`src/ecc_code_pkg.sv`:
```
package ecc_code_pkg;

  // widest lane the column table covers
  localparam int LANE_WIDTH_MAX = 16;
  // height of one parity-check column
  localparam int COLUMN_WIDTH = 6;

  // parity bits needed for a data width, hsiao rows up to 64
  function automatic int parity_width(input int data_width);
    if (data_width <= 4) begin
      return 4;
    end else if (data_width <= 11) begin
      return 5;
    end else if (data_width <= 26) begin
      return 6;
    end else if (data_width <= 57) begin
      return 7;
    end else begin
      return 8;
    end
  endfunction

  // data bits low, parity bits high
  function automatic int codeword_width(input int data_width);
    return data_width + parity_width(data_width);
  endfunction

  // odd weight 3 columns, all distinct, none equal to a unit column
  function automatic logic [COLUMN_WIDTH-1:0] hsiao_column(input int unsigned bit_index);
    case (bit_index)
      0:       return 6'b000111;
      1:       return 6'b001011;
      2:       return 6'b001101;
      3:       return 6'b001110;
      4:       return 6'b010011;
      5:       return 6'b010101;
      6:       return 6'b010110;
      7:       return 6'b011001;
      8:       return 6'b011010;
      9:       return 6'b011100;
      10:      return 6'b100011;
      11:      return 6'b100101;
      12:      return 6'b100110;
      13:      return 6'b101001;
      14:      return 6'b101010;
      15:      return 6'b101100;
      // outside the table, never matches a syndrome
      default: return '0;
    endcase
  endfunction

endpackage

```
`src/ecc_status_pkg.sv`:
```
package ecc_status_pkg;

  // per lane and per word error class
  // ordered so that a larger value is the worse outcome
  typedef enum logic [1:0] {
    // clean codeword
    ECC_NONE = 2'd0,
    // single error, corrected
    ECC_CE   = 2'd1,
    // detected, not correctable
    ECC_DUE  = 2'd2
  } ecc_class_e;

  // saturating event counters
  localparam int COUNT_WIDTH = 16;

endpackage

```
`src/ecc_decoder.sv`:
```
`timescale 1ns/1ns

module ecc_decoder #(
  parameter int LaneWidth = 16,
  localparam int ParityWidth = ecc_code_pkg::parity_width(LaneWidth),
  localparam int CodewordWidth = ecc_code_pkg::codeword_width(LaneWidth)
) (
  input  logic                       clk,
  input  logic                       rst,
  input  logic                       rcv_valid,
  input  logic [CodewordWidth-1:0]   rcv_codeword,
  output logic                       dec_valid,
  output logic [LaneWidth-1:0]       dec_data,
  output ecc_status_pkg::ecc_class_e dec_class,
  output logic [ParityWidth-1:0]     dec_syndrome
);
  import ecc_code_pkg::*;
  import ecc_status_pkg::*;

  logic [LaneWidth-1:0]   rcv_data;
  logic [ParityWidth-1:0] rcv_parity;
  logic [ParityWidth-1:0] calc_parity;
  logic [ParityWidth-1:0] syndrome;
  logic [LaneWidth-1:0]   flip;
  logic                   odd_weight;
  logic                   parity_match;
  ecc_class_e             cls;

  if (LaneWidth > LANE_WIDTH_MAX || ParityWidth != COLUMN_WIDTH) begin : gen_width_check
    $error("ecc_decoder: lane width %0d not covered by column table", LaneWidth);
  end

  // codeword layout matches the encoder
  assign rcv_data   = rcv_codeword[LaneWidth-1:0];
  assign rcv_parity = rcv_codeword[CodewordWidth-1:LaneWidth];

  // recompute parity and match the syndrome against each data column
  always_comb begin
    logic [COLUMN_WIDTH-1:0] col;
    calc_parity = '0;
    flip        = '0;
    for (int i = 0; i < LaneWidth; i++) begin
      col = hsiao_column(i);
      for (int j = 0; j < ParityWidth; j++) begin
        calc_parity[j] = calc_parity[j] ^ (rcv_data[i] & col[j]);
      end
    end
    for (int i = 0; i < LaneWidth; i++) begin
      col     = hsiao_column(i);
      flip[i] = ((calc_parity ^ rcv_parity) == col);
    end
  end

  assign syndrome     = calc_parity ^ rcv_parity;
  assign odd_weight   = ^syndrome;
  // a unit column points at a parity bit and leaves the data as received
  assign parity_match = $onehot(syndrome);

  // even weight or unknown odd column is uncorrectable
  always_comb begin
    if (syndrome == '0) begin
      cls = ECC_NONE;
    end else if (odd_weight && ((|flip) || parity_match)) begin
      cls = ECC_CE;
    end else begin
      cls = ECC_DUE;
    end
  end

  always_ff @(posedge clk) begin
    if (rst) begin
      dec_valid    <= 1'b0;
      dec_class    <= ECC_NONE;
      dec_syndrome <= '0;
    end else begin
      dec_valid <= rcv_valid;
      if (rcv_valid) begin
        dec_class    <= cls;
        dec_syndrome <= syndrome;
      end
    end
  end

  // flip is all zero unless a data column matched
  always_ff @(posedge clk) begin
    if (rcv_valid) begin
      dec_data <= rcv_data ^ flip;
    end
  end

endmodule

```
`src/ecc_encoder.sv`:
```
`timescale 1ns/1ns

module ecc_encoder #(
  parameter int LaneWidth = 16,
  localparam int ParityWidth = ecc_code_pkg::parity_width(LaneWidth),
  localparam int CodewordWidth = ecc_code_pkg::codeword_width(LaneWidth)
) (
  input  logic                     clk,
  input  logic                     rst,
  input  logic                     in_valid,
  input  logic [LaneWidth-1:0]     in_data,
  output logic                     enc_valid,
  output logic [CodewordWidth-1:0] enc_codeword
);
  import ecc_code_pkg::*;

  logic [ParityWidth-1:0] parity;

  // column table only defined for 6 parity bits up to 16 data bits
  if (LaneWidth > LANE_WIDTH_MAX || ParityWidth != COLUMN_WIDTH) begin : gen_width_check
    $error("ecc_encoder: lane width %0d not covered by column table", LaneWidth);
  end

  // parity bit j is the xor of all data bits whose column has bit j set
  always_comb begin
    logic [COLUMN_WIDTH-1:0] col;
    parity = '0;
    for (int i = 0; i < LaneWidth; i++) begin
      col = hsiao_column(i);
      for (int j = 0; j < ParityWidth; j++) begin
        parity[j] = parity[j] ^ (in_data[i] & col[j]);
      end
    end
  end

  always_ff @(posedge clk) begin
    if (rst) begin
      enc_valid <= 1'b0;
    end else begin
      enc_valid <= in_valid;
    end
  end

  // codeword only loads on a strobe
  always_ff @(posedge clk) begin
    if (in_valid) begin
      enc_codeword <= {parity, in_data};
    end
  end

endmodule

```
`src/ecc_lane.sv`:
```
`timescale 1ns/1ns

module ecc_lane #(
  parameter int LaneWidth = 16,
  localparam int ParityWidth = ecc_code_pkg::parity_width(LaneWidth),
  localparam int CodewordWidth = ecc_code_pkg::codeword_width(LaneWidth)
) (
  input  logic                       clk,
  input  logic                       rst,
  input  logic                       in_valid,
  input  logic [LaneWidth-1:0]       in_data,
  input  logic [CodewordWidth-1:0]   in_flip_mask,
  output logic                       dec_valid,
  output logic [LaneWidth-1:0]       dec_data,
  output ecc_status_pkg::ecc_class_e dec_class,
  output logic [ParityWidth-1:0]     dec_syndrome
);

  logic                     enc_valid;
  logic [CodewordWidth-1:0] enc_codeword;
  logic [CodewordWidth-1:0] flip_mask_q;
  logic                     rcv_valid;
  logic [CodewordWidth-1:0] rcv_codeword;

  ecc_encoder #(
    .LaneWidth(LaneWidth)
  ) u_encoder (
    .clk         (clk),
    .rst         (rst),
    .in_valid    (in_valid),
    .in_data     (in_data),
    .enc_valid   (enc_valid),
    .enc_codeword(enc_codeword)
  );

  // mask rides one stage, lines up with the encoder output
  always_ff @(posedge clk) begin
    if (in_valid) begin
      flip_mask_q <= in_flip_mask;
    end
  end

  // faulty channel model, a set bit inverts that codeword bit
  assign rcv_valid    = enc_valid;
  assign rcv_codeword = enc_codeword ^ flip_mask_q;

  ecc_decoder #(
    .LaneWidth(LaneWidth)
  ) u_decoder (
    .clk         (clk),
    .rst         (rst),
    .rcv_valid   (rcv_valid),
    .rcv_codeword(rcv_codeword),
    .dec_valid   (dec_valid),
    .dec_data    (dec_data),
    .dec_class   (dec_class),
    .dec_syndrome(dec_syndrome)
  );

endmodule

```
`src/ecc_secded_link.sv`:
```
`timescale 1ns/1ns

module ecc_secded_link #(
  parameter int LaneWidth = 16,
  localparam int CodewordWidth = ecc_code_pkg::codeword_width(LaneWidth)
) (
  input  logic                                   clk,
  input  logic                                   rst,
  input  logic                                   in_valid,
  input  logic [2*LaneWidth-1:0]                 in_data,
  input  logic [2*CodewordWidth-1:0]             in_flip_mask,
  output logic                                   out_valid,
  output logic [2*LaneWidth-1:0]                 out_data,
  output ecc_status_pkg::ecc_class_e             out_class,
  output logic [ecc_status_pkg::COUNT_WIDTH-1:0] ce_count,
  output logic [ecc_status_pkg::COUNT_WIDTH-1:0] due_count
);

  logic                       lane0_valid;
  logic [LaneWidth-1:0]       lane0_data;
  ecc_status_pkg::ecc_class_e lane0_class;
  logic [LaneWidth-1:0]       lane1_data;
  ecc_status_pkg::ecc_class_e lane1_class;

  // low half of word and mask
  ecc_lane #(
    .LaneWidth(LaneWidth)
  ) u_lane0 (
    .clk         (clk),
    .rst         (rst),
    .in_valid    (in_valid),
    .in_data     (in_data[LaneWidth-1:0]),
    .in_flip_mask(in_flip_mask[CodewordWidth-1:0]),
    .dec_valid   (lane0_valid),
    .dec_data    (lane0_data),
    .dec_class   (lane0_class),
    .dec_syndrome()
  );

  // high half, valid redundant with lane 0
  ecc_lane #(
    .LaneWidth(LaneWidth)
  ) u_lane1 (
    .clk         (clk),
    .rst         (rst),
    .in_valid    (in_valid),
    .in_data     (in_data[2*LaneWidth-1:LaneWidth]),
    .in_flip_mask(in_flip_mask[2*CodewordWidth-1:CodewordWidth]),
    .dec_valid   (),
    .dec_data    (lane1_data),
    .dec_class   (lane1_class),
    .dec_syndrome()
  );

  ecc_status_merge #(
    .LaneWidth(LaneWidth)
  ) u_merge (
    .clk        (clk),
    .rst        (rst),
    .lane0_valid(lane0_valid),
    .lane0_data (lane0_data),
    .lane0_class(lane0_class),
    .lane1_data (lane1_data),
    .lane1_class(lane1_class),
    .out_valid  (out_valid),
    .out_data   (out_data),
    .out_class  (out_class),
    .ce_count   (ce_count),
    .due_count  (due_count)
  );

endmodule

```
`src/ecc_status_merge.sv`:
```
`timescale 1ns/1ns

module ecc_status_merge #(
  parameter int LaneWidth = 16
) (
  input  logic                                   clk,
  input  logic                                   rst,
  input  logic                                   lane0_valid,
  input  logic [LaneWidth-1:0]                   lane0_data,
  input  ecc_status_pkg::ecc_class_e             lane0_class,
  input  logic [LaneWidth-1:0]                   lane1_data,
  input  ecc_status_pkg::ecc_class_e             lane1_class,
  output logic                                   out_valid,
  output logic [2*LaneWidth-1:0]                 out_data,
  output ecc_status_pkg::ecc_class_e             out_class,
  output logic [ecc_status_pkg::COUNT_WIDTH-1:0] ce_count,
  output logic [ecc_status_pkg::COUNT_WIDTH-1:0] due_count
);
  import ecc_status_pkg::*;

  ecc_class_e word_class;
  logic [1:0] ce_inc;
  logic [1:0] due_inc;

  // add 0..2, stick at all ones
  function automatic logic [COUNT_WIDTH-1:0] sat_add(
    input logic [COUNT_WIDTH-1:0] count,
    input logic [1:0]             inc
  );
    logic [COUNT_WIDTH:0] sum;
    sum = {1'b0, count} + {{(COUNT_WIDTH-1){1'b0}}, inc};
    return sum[COUNT_WIDTH] ? {COUNT_WIDTH{1'b1}} : sum[COUNT_WIDTH-1:0];
  endfunction

  // worst of the two lanes
  always_comb begin
    if (lane0_class == ECC_DUE || lane1_class == ECC_DUE) begin
      word_class = ECC_DUE;
    end else if (lane0_class == ECC_CE || lane1_class == ECC_CE) begin
      word_class = ECC_CE;
    end else begin
      word_class = ECC_NONE;
    end
  end

  // lane events per word
  assign ce_inc  = {1'b0, lane0_class == ECC_CE} + {1'b0, lane1_class == ECC_CE};
  assign due_inc = {1'b0, lane0_class == ECC_DUE} + {1'b0, lane1_class == ECC_DUE};

  // lanes run in lockstep, lane0 valid qualifies both
  always_ff @(posedge clk) begin
    if (rst) begin
      out_valid <= 1'b0;
      out_class <= ECC_NONE;
      ce_count  <= '0;
      due_count <= '0;
    end else begin
      out_valid <= lane0_valid;
      if (lane0_valid) begin
        out_class <= word_class;
        ce_count  <= sat_add(ce_count, ce_inc);
        due_count <= sat_add(due_count, due_inc);
      end
    end
  end

  // lane 1 carries the upper half
  always_ff @(posedge clk) begin
    if (lane0_valid) begin
      out_data <= {lane1_data, lane0_data};
    end
  end

endmodule

```
`config.mk`:
```
export PLATFORM = sky130hd
export DESIGN_NAME = ecc_secded_link
export DESIGN_NICKNAME = d
export VERILOG_FILES = /design/src/ecc_code_pkg.sv /design/src/ecc_status_pkg.sv /design/src/ecc_decoder.sv /design/src/ecc_encoder.sv /design/src/ecc_lane.sv /design/src/ecc_secded_link.sv /design/src/ecc_status_merge.sv
export SDC_FILE = /design/constraint.sdc
export NUM_CORES = 1
export LEC_CHECK = 0
export BUFFER_PORTS_ARGS = -buffer_cell sky130_fd_sc_hd__clkbuf_2
export CAP_MARGIN = 40
export CORE_UTILIZATION = 52
export DETAILED_ROUTE_END_ITERATION = 6
export GPL_TIMING_DRIVEN = 0
export PLACE_DENSITY = 0.77
export SLEW_MARGIN = 10
export SYNTH_ARGS = -nofsm -noshare
export SYNTH_HDL_FRONTEND = slang
export SYNTH_HIERARCHICAL = 1
export SYNTH_SLANG_ARGS = --single-unit
```
`constraint.sdc`:
```
create_clock -name clk -period 3.4 [get_ports clk]
set_input_delay 0.51 -clock clk [delete_from_list [all_inputs] [get_ports clk]]
set_output_delay 0.51 -clock clk [all_outputs]
set_load 0.1 [all_outputs]
```
==> results of run 1 <==
[repair_timing]
action	in CTS	in global routing
resized for setup	38	37
pin swaps	20	37
setup buffers	18	15
hold endpoints to repair	0	0
setup endpoints to repair	4	4
[metrics by stage]
step / setup TNS (ns) / setup slack, ns
6_report: -0.160 / -0.0804
3_3_place_gp: -0.944 / -0.369
2_1_floorplan: 0 / 0.0238
3_5_place_dp: -1.23 / -0.463
5_1_grt: -0.463 / -0.257
4_1_cts: 0 / 0.0165
[final timing paths]
| path | cells past startpoint | end | slack [ns] |
|---|---|---|---|
| setup / recovery | 15 | u_lane0/u_decoder/dec_class[0] | -0.08 |
| hold / removal | 1 | u_lane1/flip_mask_q[2] | 0.26 |
| setup reg to reg | 15 | u_lane0/u_decoder/dec_class[0] | -0.08 |
| hold reg to reg | 0 | u_merge/out_data[18] | 0.41 |
[sequential cells by signal (all words and copies together) (netlist names), 16 cells and up]
name and cells:
u_lane0/u_encoder/enc_codeword 22, u_merge/due_count 16, u_lane1/u_decoder/dec_data 16, u_merge/out_data 32
u_lane0/u_decoder/dec_data 16, u_lane1/u_encoder/enc_codeword 22, u_lane1/flip_mask_q 22, u_merge/ce_count 16
u_lane0/flip_mask_q 22
[power by group through the flow]
stage                     registers (mW)  clock network, mW  logic [mW]
after floorplan                     3.13                  0        3.81
after global placement              3.01                  0        4.79
after detailed placement            3.01                  0        4.91
after CTS                           2.98               1.98        5.39
after global routing                3.01               2.08        7.06
final                               2.98               1.94        6.50
[layer usage]
layer | wire length, um | share of wire, % | vias to the layer above | GRT usage [%]
met5 | 0 | 0 | - | 0
met4 | 242 | 1.3 | 0 | 7.72
met3 | 891 | 5.0 | 17 | 4.00
met2 | 8630 | 48 | 163 | 30.3
met1 | 8180 | 46 | 2778 | 25.6
li1 | - | - | 2812 | -
[critical path, delay by kind of cell (launching register included)]
family	cells	cell delay, ns
DFF	1	0.41
adders and majority gates	3	0.88
xor gates and xnor gates	6	1.10
AOI/OAI and AO/OA	4	0.71
buffers and inverters	2	0.27
[layout by cell type (no fill, tap or decap), types with 14 or more instances in the layout]
master,n
xor2_2,23
edfxtp_1,152
xnor3_1,14
ha_1,20
dfxtp_1,41
xnor2_1,117
nor2_1,17
clkbuf_1,16
nand3_1,46
a21oi_1,26
clkbuf_2,144
xor2_1,44
buf_4,34
xnor2_2,19
clkbuf_16,19
nand2_1,18
inv_1,19
[layout make-up]
cell class | count | area, um^2 | share of cell area [%]
Sequential cell | 194 | 5410 | 45.6
Multi-Input combinational cell | 452 | 4390 | 37.1
Timing Repair Buffer | 179 | 1010 | 8.50
Clock buffer | 21 | 493 | 4.16
Tap cell | 225 | 282 | 2.38
Buffer | 20 | 92.6 | 0.782
Clock inverter | 11 | 88.8 | 0.750
Inverter | 23 | 86.3 | 0.729
==> summary.md, run 1 <==
| Metric | Value |
|---|---|
| Die X | ~140 um |
| Vias in the first global route | 5479 |
| Antenna cells | 0 |
| Dpl cell area | 0.0105 mm^2 |
| I/O Pins | around 150 |
| Maximum VDD drop | 0.000809 V |
| Critical path class | flop to flop |
| Power Density | 964 mW/mm^2 |
| Initial antenna violation count | 0 |
| Crit end category | flop |
| Hold-fix buffers, CTS | 0 |
| DRT iter0 DRCs | 302 |
| Crit path DAT | 3.79 ns |
| Slew Viols, Final | 0 |
| Fillers | approximately 1300 |
| Vias | 5770 |
| Final period util | 102% |
| Setup crit start | u_lane0/flip_mask_q[2] |
| RePlAce Congestion | approximately 0.9 |
| Critical path's largest stage delay | about 0.51 ns |
| Reg-to-reg startpoint | u_lane0/flip_mask_q[2] |
| Fin area | 0.0118 mm^2 |
| Worst Skew | 0.0127 ns |
| Fin cells | 1125 |
| Final WS setup | -0.0804 ns |
| Comb pwr share | 56.9% |
| H-tree levels | 4 |
| Drt total wl | 17900 um |
| Period minus WS final | ~3.5 ns |
| Global-route wire length before repair | about 27000 um |
| CTS Buf Count | 17 |
| Int Pwr | 6.89 mW |
| Initial Util | between 50% and 60% |
| Placed instance count | between 1000 and 1500 |
| Mapped Cells | 689 |
| Clock Latency Late Sink | 0.43 ns |
| Measured slew at the worst slew-check pin | approximately 0.8 ns |
| Clock share of power | 17.0% |
| Slowest-stage cell, CP | fa_1 |
| Root Driver | clkbuf_16 |
| Hold Slack | 0.258 ns |
| CTS clk-pin slew, worst paths | around 0.070 ns |
| Violations in the final reports | negative setup slack |
| Slew margin rel. | 47.8% |
| Mapped Area | 0.00944 mm^2 |
| Largest net degree at the start of global routing | 67 |
| Global Route Usage Sum | between 10% and 20% |
| Final #Nets | 1000 |
| First-pass DRT Iterations | 5 |
| Die height | 137 um |
| CP startpoint kind | flop |
| Tot Pwr | 11.4 mW |
| Vias/cell | 5.13 |
| Net Sw Frac | 39.7% |
| Seq pwr share | 26.1% |
| Row count | 48 |
| Post-DRT Antenna Nets | 0 |
| Avg WL per Cell | 15.9 um |
| Min-delay src | in_flip_mask[24] |
| Synth-to-Final Area Change | 25.5% |
| Core Util, Final | around 68% |
| CTS Sinks | 194 |
| Layout cell share with drive strength beyond 1 | 32.8% |
| Die Area | 0.0187 mm^2 |
| RSZ-0062 raised after global routing | true |
| Count of final setup violators | 2 |
| Psw | 4.53 mW |
| Clock Tree Buf Depth | 2 |
| DP Wirelength | between 10000 and 15000 um |
| PortBufs | about 150 |
| Worst path cell trace | xor2_2, buf_4, xnor2_2, xnor2_2, xnor2_1, xnor2_1, inv_2, ha_4, fa_1, ha_2, xor2_1, o22ai_1, a221oi_2, a21oi_1, a22o_1 |
| Post-synthesis average cell area | 13.7 um^2 |
| Crit Path Max Fanout | 6 |
| Area of the core | approximately 0.018 mm^2 |
| Global route overflow | 0 |
| Status | finished, violations left |
| Warning count from the yosys run | 6 |
| Critical path required time | 3.71 ns |
| Syn_nets | about 800 |
| Worst Hold Class | primary input to flop |
| DRC | 0 |
| F_max | 0.287 GHz |
| Leakage | 4.62 nW |
| CTS tree | built |
| Max-Cap Viols | 0 |
| Final Hold Fails | 0 |
No activity file was read; power rests on OpenSTA's default activity.
==> run 2: changes to the inputs <==
CORE_MARGIN = 2   (was not set)
CORE_UTILIZATION = 50   (was 52)
PLACE_DENSITY = 0.74   (was 0.77)
==> summary.md, run 2 (same netlist as run 1, synthesis figures left out) <==
| Metric | Value |
|---|---|
| Status | finished, violations left |
| Violations in the final reports | negative setup slack |
| Vias in the first global route | 5478 (-0.018%) |
| Synth-to-Final Area Change | 25.3% |
| Most flop-heavy register | u_merge/out_data |
| Die Area | 0.0200 mm^2 (+6.9%) |
| Commonest non-fill, non-tap cell in the layout | edfxtp_1 |
| Clock Tree Buf Depth | 2 (unchanged) |
| Leakage | 4.58 nW (-0.88%) |
| Slowest-stage cell, CP | fa_1 |
| Final period util | 100% (-2.0 points) |
| Post-route setup TNS | -0.0110 ns (+0.149 ns) |
| Drt total wl | 17700 um (-1.4%) |
| Global Route Usage Sum | 17.9% (-1.2 points) |
| F_max | 0.293 GHz (+2.0%) |
| Final #Nets | 1006 (+0.60%) |
| Area of the multi-input gates | 0.00438 mm^2 (-0.17%) |
| Fin cells | 1140 (+1.3%) |
| Layout cell share with drive strength beyond 1 | 32.3% (-0.44 points) |
| Cell mode on critical path | xnor2_1 |
| Critical path's largest stage delay | 0.52 ns (about the same) |
| Final WS setup | -0.0110 ns (+0.0693 ns) |
| Worst path cell trace | xor2_4, xor2_2, xnor2_1, xnor2_1, xnor2_1, inv_1, ha_4, fa_1, ha_4, xor2_2, o22ai_2, a221oi_2, a21oi_1, a22o_1 |
| H-tree levels | 4 (unchanged) |
| Measured slew at the worst slew-check pin | 0.775 ns (-0.00807 ns) |
| Antenna cells | 0 (unchanged) |
| Row count | 50 (+4.2%) |
| Critical path class | flop to flop |
| Crit path DAT | 3.73 ns (-0.06 ns) |
| CTS clk-pin slew, worst paths | 0.07 ns (about the same) |
| Largest net degree at the start of global routing | 63 (-6.0%) |
| Global-route wire length before repair | 27700 um (+3.9%) |
| RePlAce Congestion | 0.893 (-1.8%) |
| Slew margin rel. | 48.3% (+0.47 points) |
| Global route overflow | 0 (unchanged) |
| Fillers | 1394 (+10%) |
| Worst Skew | 0.0101 ns (-0.00263 ns) |
| Initial antenna violation count | 0 (unchanged) |
| Avg WL per Cell | 15.5 um (-2.7%) |
| Root Driver | clkbuf_16 |
| Period minus WS final | 3.41 ns (-0.0693 ns) |
| Vias | 5787 (+0.29%) |
| Sequential Area | 0.00541 mm^2 (unchanged) |
| Count of final setup violators | 1 (-1) |
| DRC | 0 (unchanged) |
| Die height | 141 um (+3.4%) |
| Power Density | 964 mW/mm^2 (about the same) |
| I/O Pins | 146 (unchanged) |
| Post-DRT Antenna Nets | 0 (unchanged) |
| Crit Path Max Fanout | 5 (-1) |
| CTS Sinks | 194 (unchanged) |
| Initial Util | 50.6% (-3.2 points) |
| DRT iter0 DRCs | 301 (-0.33%) |
| Placed instance count | 1069 (+0.85%) |
| Hold Slack | 0.250 ns (-0.00762 ns) |
| Vias/cell | 5.08 (-1.0%) |
| Top delay family on crit path | XOR/XNOR gates |
| Clock Latency Late Sink | 0.43 ns (about the same) |
| CTS Buf Count | 17 (unchanged) |
| PortBufs | 145 (unchanged) |
| CTS tree | built |
| Die X | 141 um (+3.4%) |
| CP startpoint kind | flop |
| Area of the core | 0.0186 mm^2 (+6.3%) |
| Worst Hold Class | primary input to flop |
| Final Hold Fails | 0 (unchanged) |
| Most frequent cells in the layout | edfxtp_1 (152), clkbuf_2 (144), xnor2_1 (125) |
| Slew Viols, Final | 0 (unchanged) |
| DP Wirelength | 12600 um (+3.9%) |
| Critical path required time | 3.72 ns (about the same) |
| Maximum VDD drop | 0.00112 V (+38%) |
| Crit end category | flop |
| Max-Cap Viols | 0 (unchanged) |
| Max FFs per register | 32 (unchanged) |
| First-pass DRT Iterations | 5 (unchanged) |
| RSZ-0062 raised after global routing | true |
| Critical path buffer and inverter count | 1 (-1) |
[run 2: cell count changes in the layout (fill, tap and decap cells not counted), sizes merged]
cell	delta
clkbuf	-1
inv	-2
clkinvlp	+1
buf	+6
clkinv	+2
[run 2: power by group]
part	switching, mW	internal [mW]
clock	0.852	0.937
combinational	3.52	3.11
sequential	0.122	2.87
[run 2: path summary, 6_finish.rpt]
check | end | startpoint | cells past startpoint | slack (ns)
max | u_lane0/u_decoder/dec_class[0] | u_lane0/flip_mask_q[2] | 14 | -0.01
min | u_lane0/flip_mask_q[11] | in_flip_mask[11] | 1 | 0.25
max reg2reg | u_lane0/u_decoder/dec_class[0] | u_lane0/flip_mask_q[2] | 14 | -0.01
min reg2reg | u_merge/out_data[21] | u_lane1/u_decoder/dec_data[5] | 0 | 0.41
[run 2: layer usage]
metal,track usage (%),share of wire (%),up-vias
li1,-,-,2825
met1,25.7,46,2747
met2,27.3,47,195
met3,3.54,5.8,20
met4,6.37,1.3,0
met5,0,0,-
[run 2: what timing repair did]
item                                    CTS  global route
pin swaps                                22            33
resized for setup                        40            32
endpoints found under the setup margin    4             4
hold buffers                              0             0
setup buffers                            14            25
[run 2: metrics by stage]
stage / power, mW / setup WS (ns) / instance area [um^2] / util [%]
final: 11.4 / -0.0110 / 11800 / 63.5
after floorplan: 6.94 / 0.0238 / 9440 / -
after CTS: 10.2 / 0.00254 / 11400 / 61.3
after global placement: 7.82 / -0.413 / 10500 / 56.1
after global routing: 12.2 / -0.172 / 11800 / 63.5
after detailed placement: 8.00 / -0.520 / 10500 / 56.3
[run 2: area by class of cell]
cell class              count  area share [%]
flip-flops and latches    194            45.7
multi-input cells         452            37.0
repair buffers            185            8.86
clock buffers              20            3.69
well taps                 234            2.47
plain buffers              20           0.783
inverters                  23           0.730
clock inverters            12           0.709
==> run 3: changes to the inputs <==
clock period = 3.1 ns   (was 3.4 ns; I/O delays follow)
==> summary.md, run 3 (same netlist as run 1, synthesis figures left out) <==
| Metric | Value |
|---|---|
| Status | finished, violations left |
| Violations in the final reports | negative setup slack |
| Slew margin rel. | 47.6% (-0.61 points) |
| Power Density | 1060 mW/mm^2 (+9.7%) |
| Most flop-heavy register | u_merge/out_data |
| PortBufs | 145 (unchanged) |
| Global-route wire length before repair | 28500 um (+3.0%) |
| Die Area | 0.0200 mm^2 (unchanged) |
| Final Hold Fails | 0 (unchanged) |
| CP startpoint kind | flop |
| Vias in the first global route | 5710 (+4.2%) |
| Max FFs per register | 32 (unchanged) |
| Maximum VDD drop | 0.000742 V (-34%) |
| Vias | 5822 (+0.60%) |
| Antenna cells | 0 (unchanged) |
| Drt total wl | 17900 um (+1.3%) |
| Dpl cell area | 0.0106 mm^2 (+1.4%) |
| Clock Tree Buf Depth | 2 (unchanged) |
| Global route overflow | 0 (unchanged) |
| Tot Pwr | 12.6 mW (+11%) |
| Leakage | 4.64 nW (+1.5%) |
| DRT iter0 DRCs | 314 (+4.3%) |
| Avg WL per Cell | 15.6 um (+0.75%) |
| Crit path DAT | 3.68 ns (-0.05 ns) |
| Worst path cell trace | xor2_4, xnor2_2, xnor2_1, xnor2_1, xnor2_1, inv_2, ha_4, fa_1, ha_2, xor2_1, o22ai_1, a221oi_2, a21oi_1, a22o_1 |
| Initial antenna violation count | 0 (unchanged) |
| Period minus WS final | 3.36 ns (-0.0488 ns) |
| Commonest non-fill, non-tap cell in the layout | edfxtp_1 |
| Fillers | 1388 (-0.43%) |
| Crit Path Max Fanout | 3 (-2) |
| DRC | 0 (unchanged) |
| Count of final setup violators | 4 (+3) |
| Initial Util | 50.6% (unchanged) |
| RePlAce Congestion | 0.894 (+0.17%) |
| CTS clk-pin slew, worst paths | 0.08 ns (about the same) |
| Synth-to-Final Area Change | 26.3% |
| RSZ-0062 raised after global routing | true |
| Worst Skew | 0.0130 ns (+0.00288 ns) |
| Critical path class | flop to flop |
| Slew Viols, Final | 0 (unchanged) |
| Post-DRT Antenna Nets | 0 (unchanged) |
| Top delay family on crit path | XOR/XNOR gates |
| Area of the core | 0.0186 mm^2 (unchanged) |
| Fin cells | 1146 (+0.53%) |
| Final period util | 108% (+8.1 points) |
| Die X | 141 um (unchanged) |
| Worst Hold Class | primary input to flop |
| Root Driver | clkbuf_16 |
| Critical path required time | 3.42 ns (-0.30 ns) |
| Crit end category | flop |
| Hold path depth | 1 (unchanged) |
| R2R cell count | 14 (unchanged) |
| Placed instance count | 1069 (unchanged) |
| CTS Sinks | 194 (unchanged) |
| F_max | 0.297 GHz (+1.5%) |
| Final #Nets | 1012 (+0.60%) |
| Die height | 141 um (unchanged) |
| Cell mode on critical path | xnor2_1 |
| Core Util, Final | 64.0% (+0.51 points) |
| Max-Cap Viols | 0 (unchanged) |
| CTS tree | built |
| Row count | 50 (unchanged) |
| H-tree levels | 4 (unchanged) |
| Critical path buffer and inverter count | 1 (unchanged) |
| Clock Latency Late Sink | 0.43 ns (about the same) |
| Final WS setup | -0.262 ns (-0.251 ns) |
| Measured slew at the worst slew-check pin | 0.785 ns (+0.0102 ns) |
| Largest net degree at the start of global routing | 61 (-3.2%) |
| Slowest-stage cell, CP | fa_1 |
| Critical path's largest stage delay | 0.54 ns (+0.02 ns) |
| Vias/cell | 5.08 (about the same) |
| DP Wirelength | 12600 um (-0.60%) |
| Layout cell share with drive strength beyond 1 | 34.1% (+1.8 points) |
| Most frequent cells in the layout | edfxtp_1 (152), clkbuf_2 (144), xnor2_1 (122) |
| Fin area | 0.0119 mm^2 (+0.80%) |
| Global Route Usage Sum | 18.4% (+0.49 points) |
| First-pass DRT Iterations | 5 (unchanged) |
| I/O Pins | 146 (unchanged) |
| WP depth | 14 (unchanged) |
| CTS Buf Count | 17 (unchanged) |
[run 3: path summary, 6_finish.rpt]
path	start	endpoint	slack, ns
max	u_lane0/u_encoder/enc_codeword[13]	u_lane0/u_decoder/dec_class[0]	-0.26
min	in_flip_mask[2]	u_lane0/flip_mask_q[2]	0.20
max reg2reg	u_lane0/u_encoder/enc_codeword[13]	u_lane0/u_decoder/dec_class[0]	-0.26
min reg2reg	u_lane0/u_decoder/dec_data[15]	u_merge/out_data[15]	0.41
[run 3: cell type report]
class / instances / area [um^2] / area share (%)
inverters: 23 / 86.3 / 0.724
well taps: 234 / 293 / 2.46
flip-flops and latches: 194 / 5410 / 45.3
multi-input cells: 452 / 4370 / 36.6
repair buffers: 191 / 1090 / 9.17
clock inverters: 14 / 134 / 1.12
clock buffers: 18 / 450 / 3.78
plain buffers: 20 / 92.6 / 0.776
[run 3: metrics by stage]
| step | TNS (ns) | hold slack [ns] | worst slack [ns] |
|---|---|---|---|
| 6_report | -0.624 | 0.199 | -0.262 |
| 3_5_place_dp | -1.78 | 0.405 | -0.483 |
| 4_1_cts | -0.460 | 0.181 | -0.206 |
| 3_3_place_gp | -1.65 | 0.402 | -0.447 |
| 2_1_floorplan | -0.0675 | 0.400 | -0.0521 |
| 5_1_grt | -1.42 | 0.185 | -0.495 |
[run 3: timing repair]
item | in CTS | in global routing
pin swaps | 45 | 15
gates resized for setup | 41 | 11
hold buffers | 0 | 0
setup endpoints to repair | 4 | 4
setup buffers | 39 | 6
[run 3: per-layer routing]
layer  up-vias  GRT usage [%]  part of all wire, %
li1       2832              -                    -
met1      2789           25.1                   45
met2       179           29.7                   48
met3        22           3.58                  5.7
met4         0           6.37                  1.6
met5         -              0                    0
[run 3: report_power, final]
group | internal [mW] | total [mW] | switching, mW
Sequential | 3.14 | 3.27 | 0.127
Combinational | 3.39 | 7.19 | 3.81
Clock | 1.12 | 2.15 | 1.04
Total | 7.65 | 12.6 | 4.97
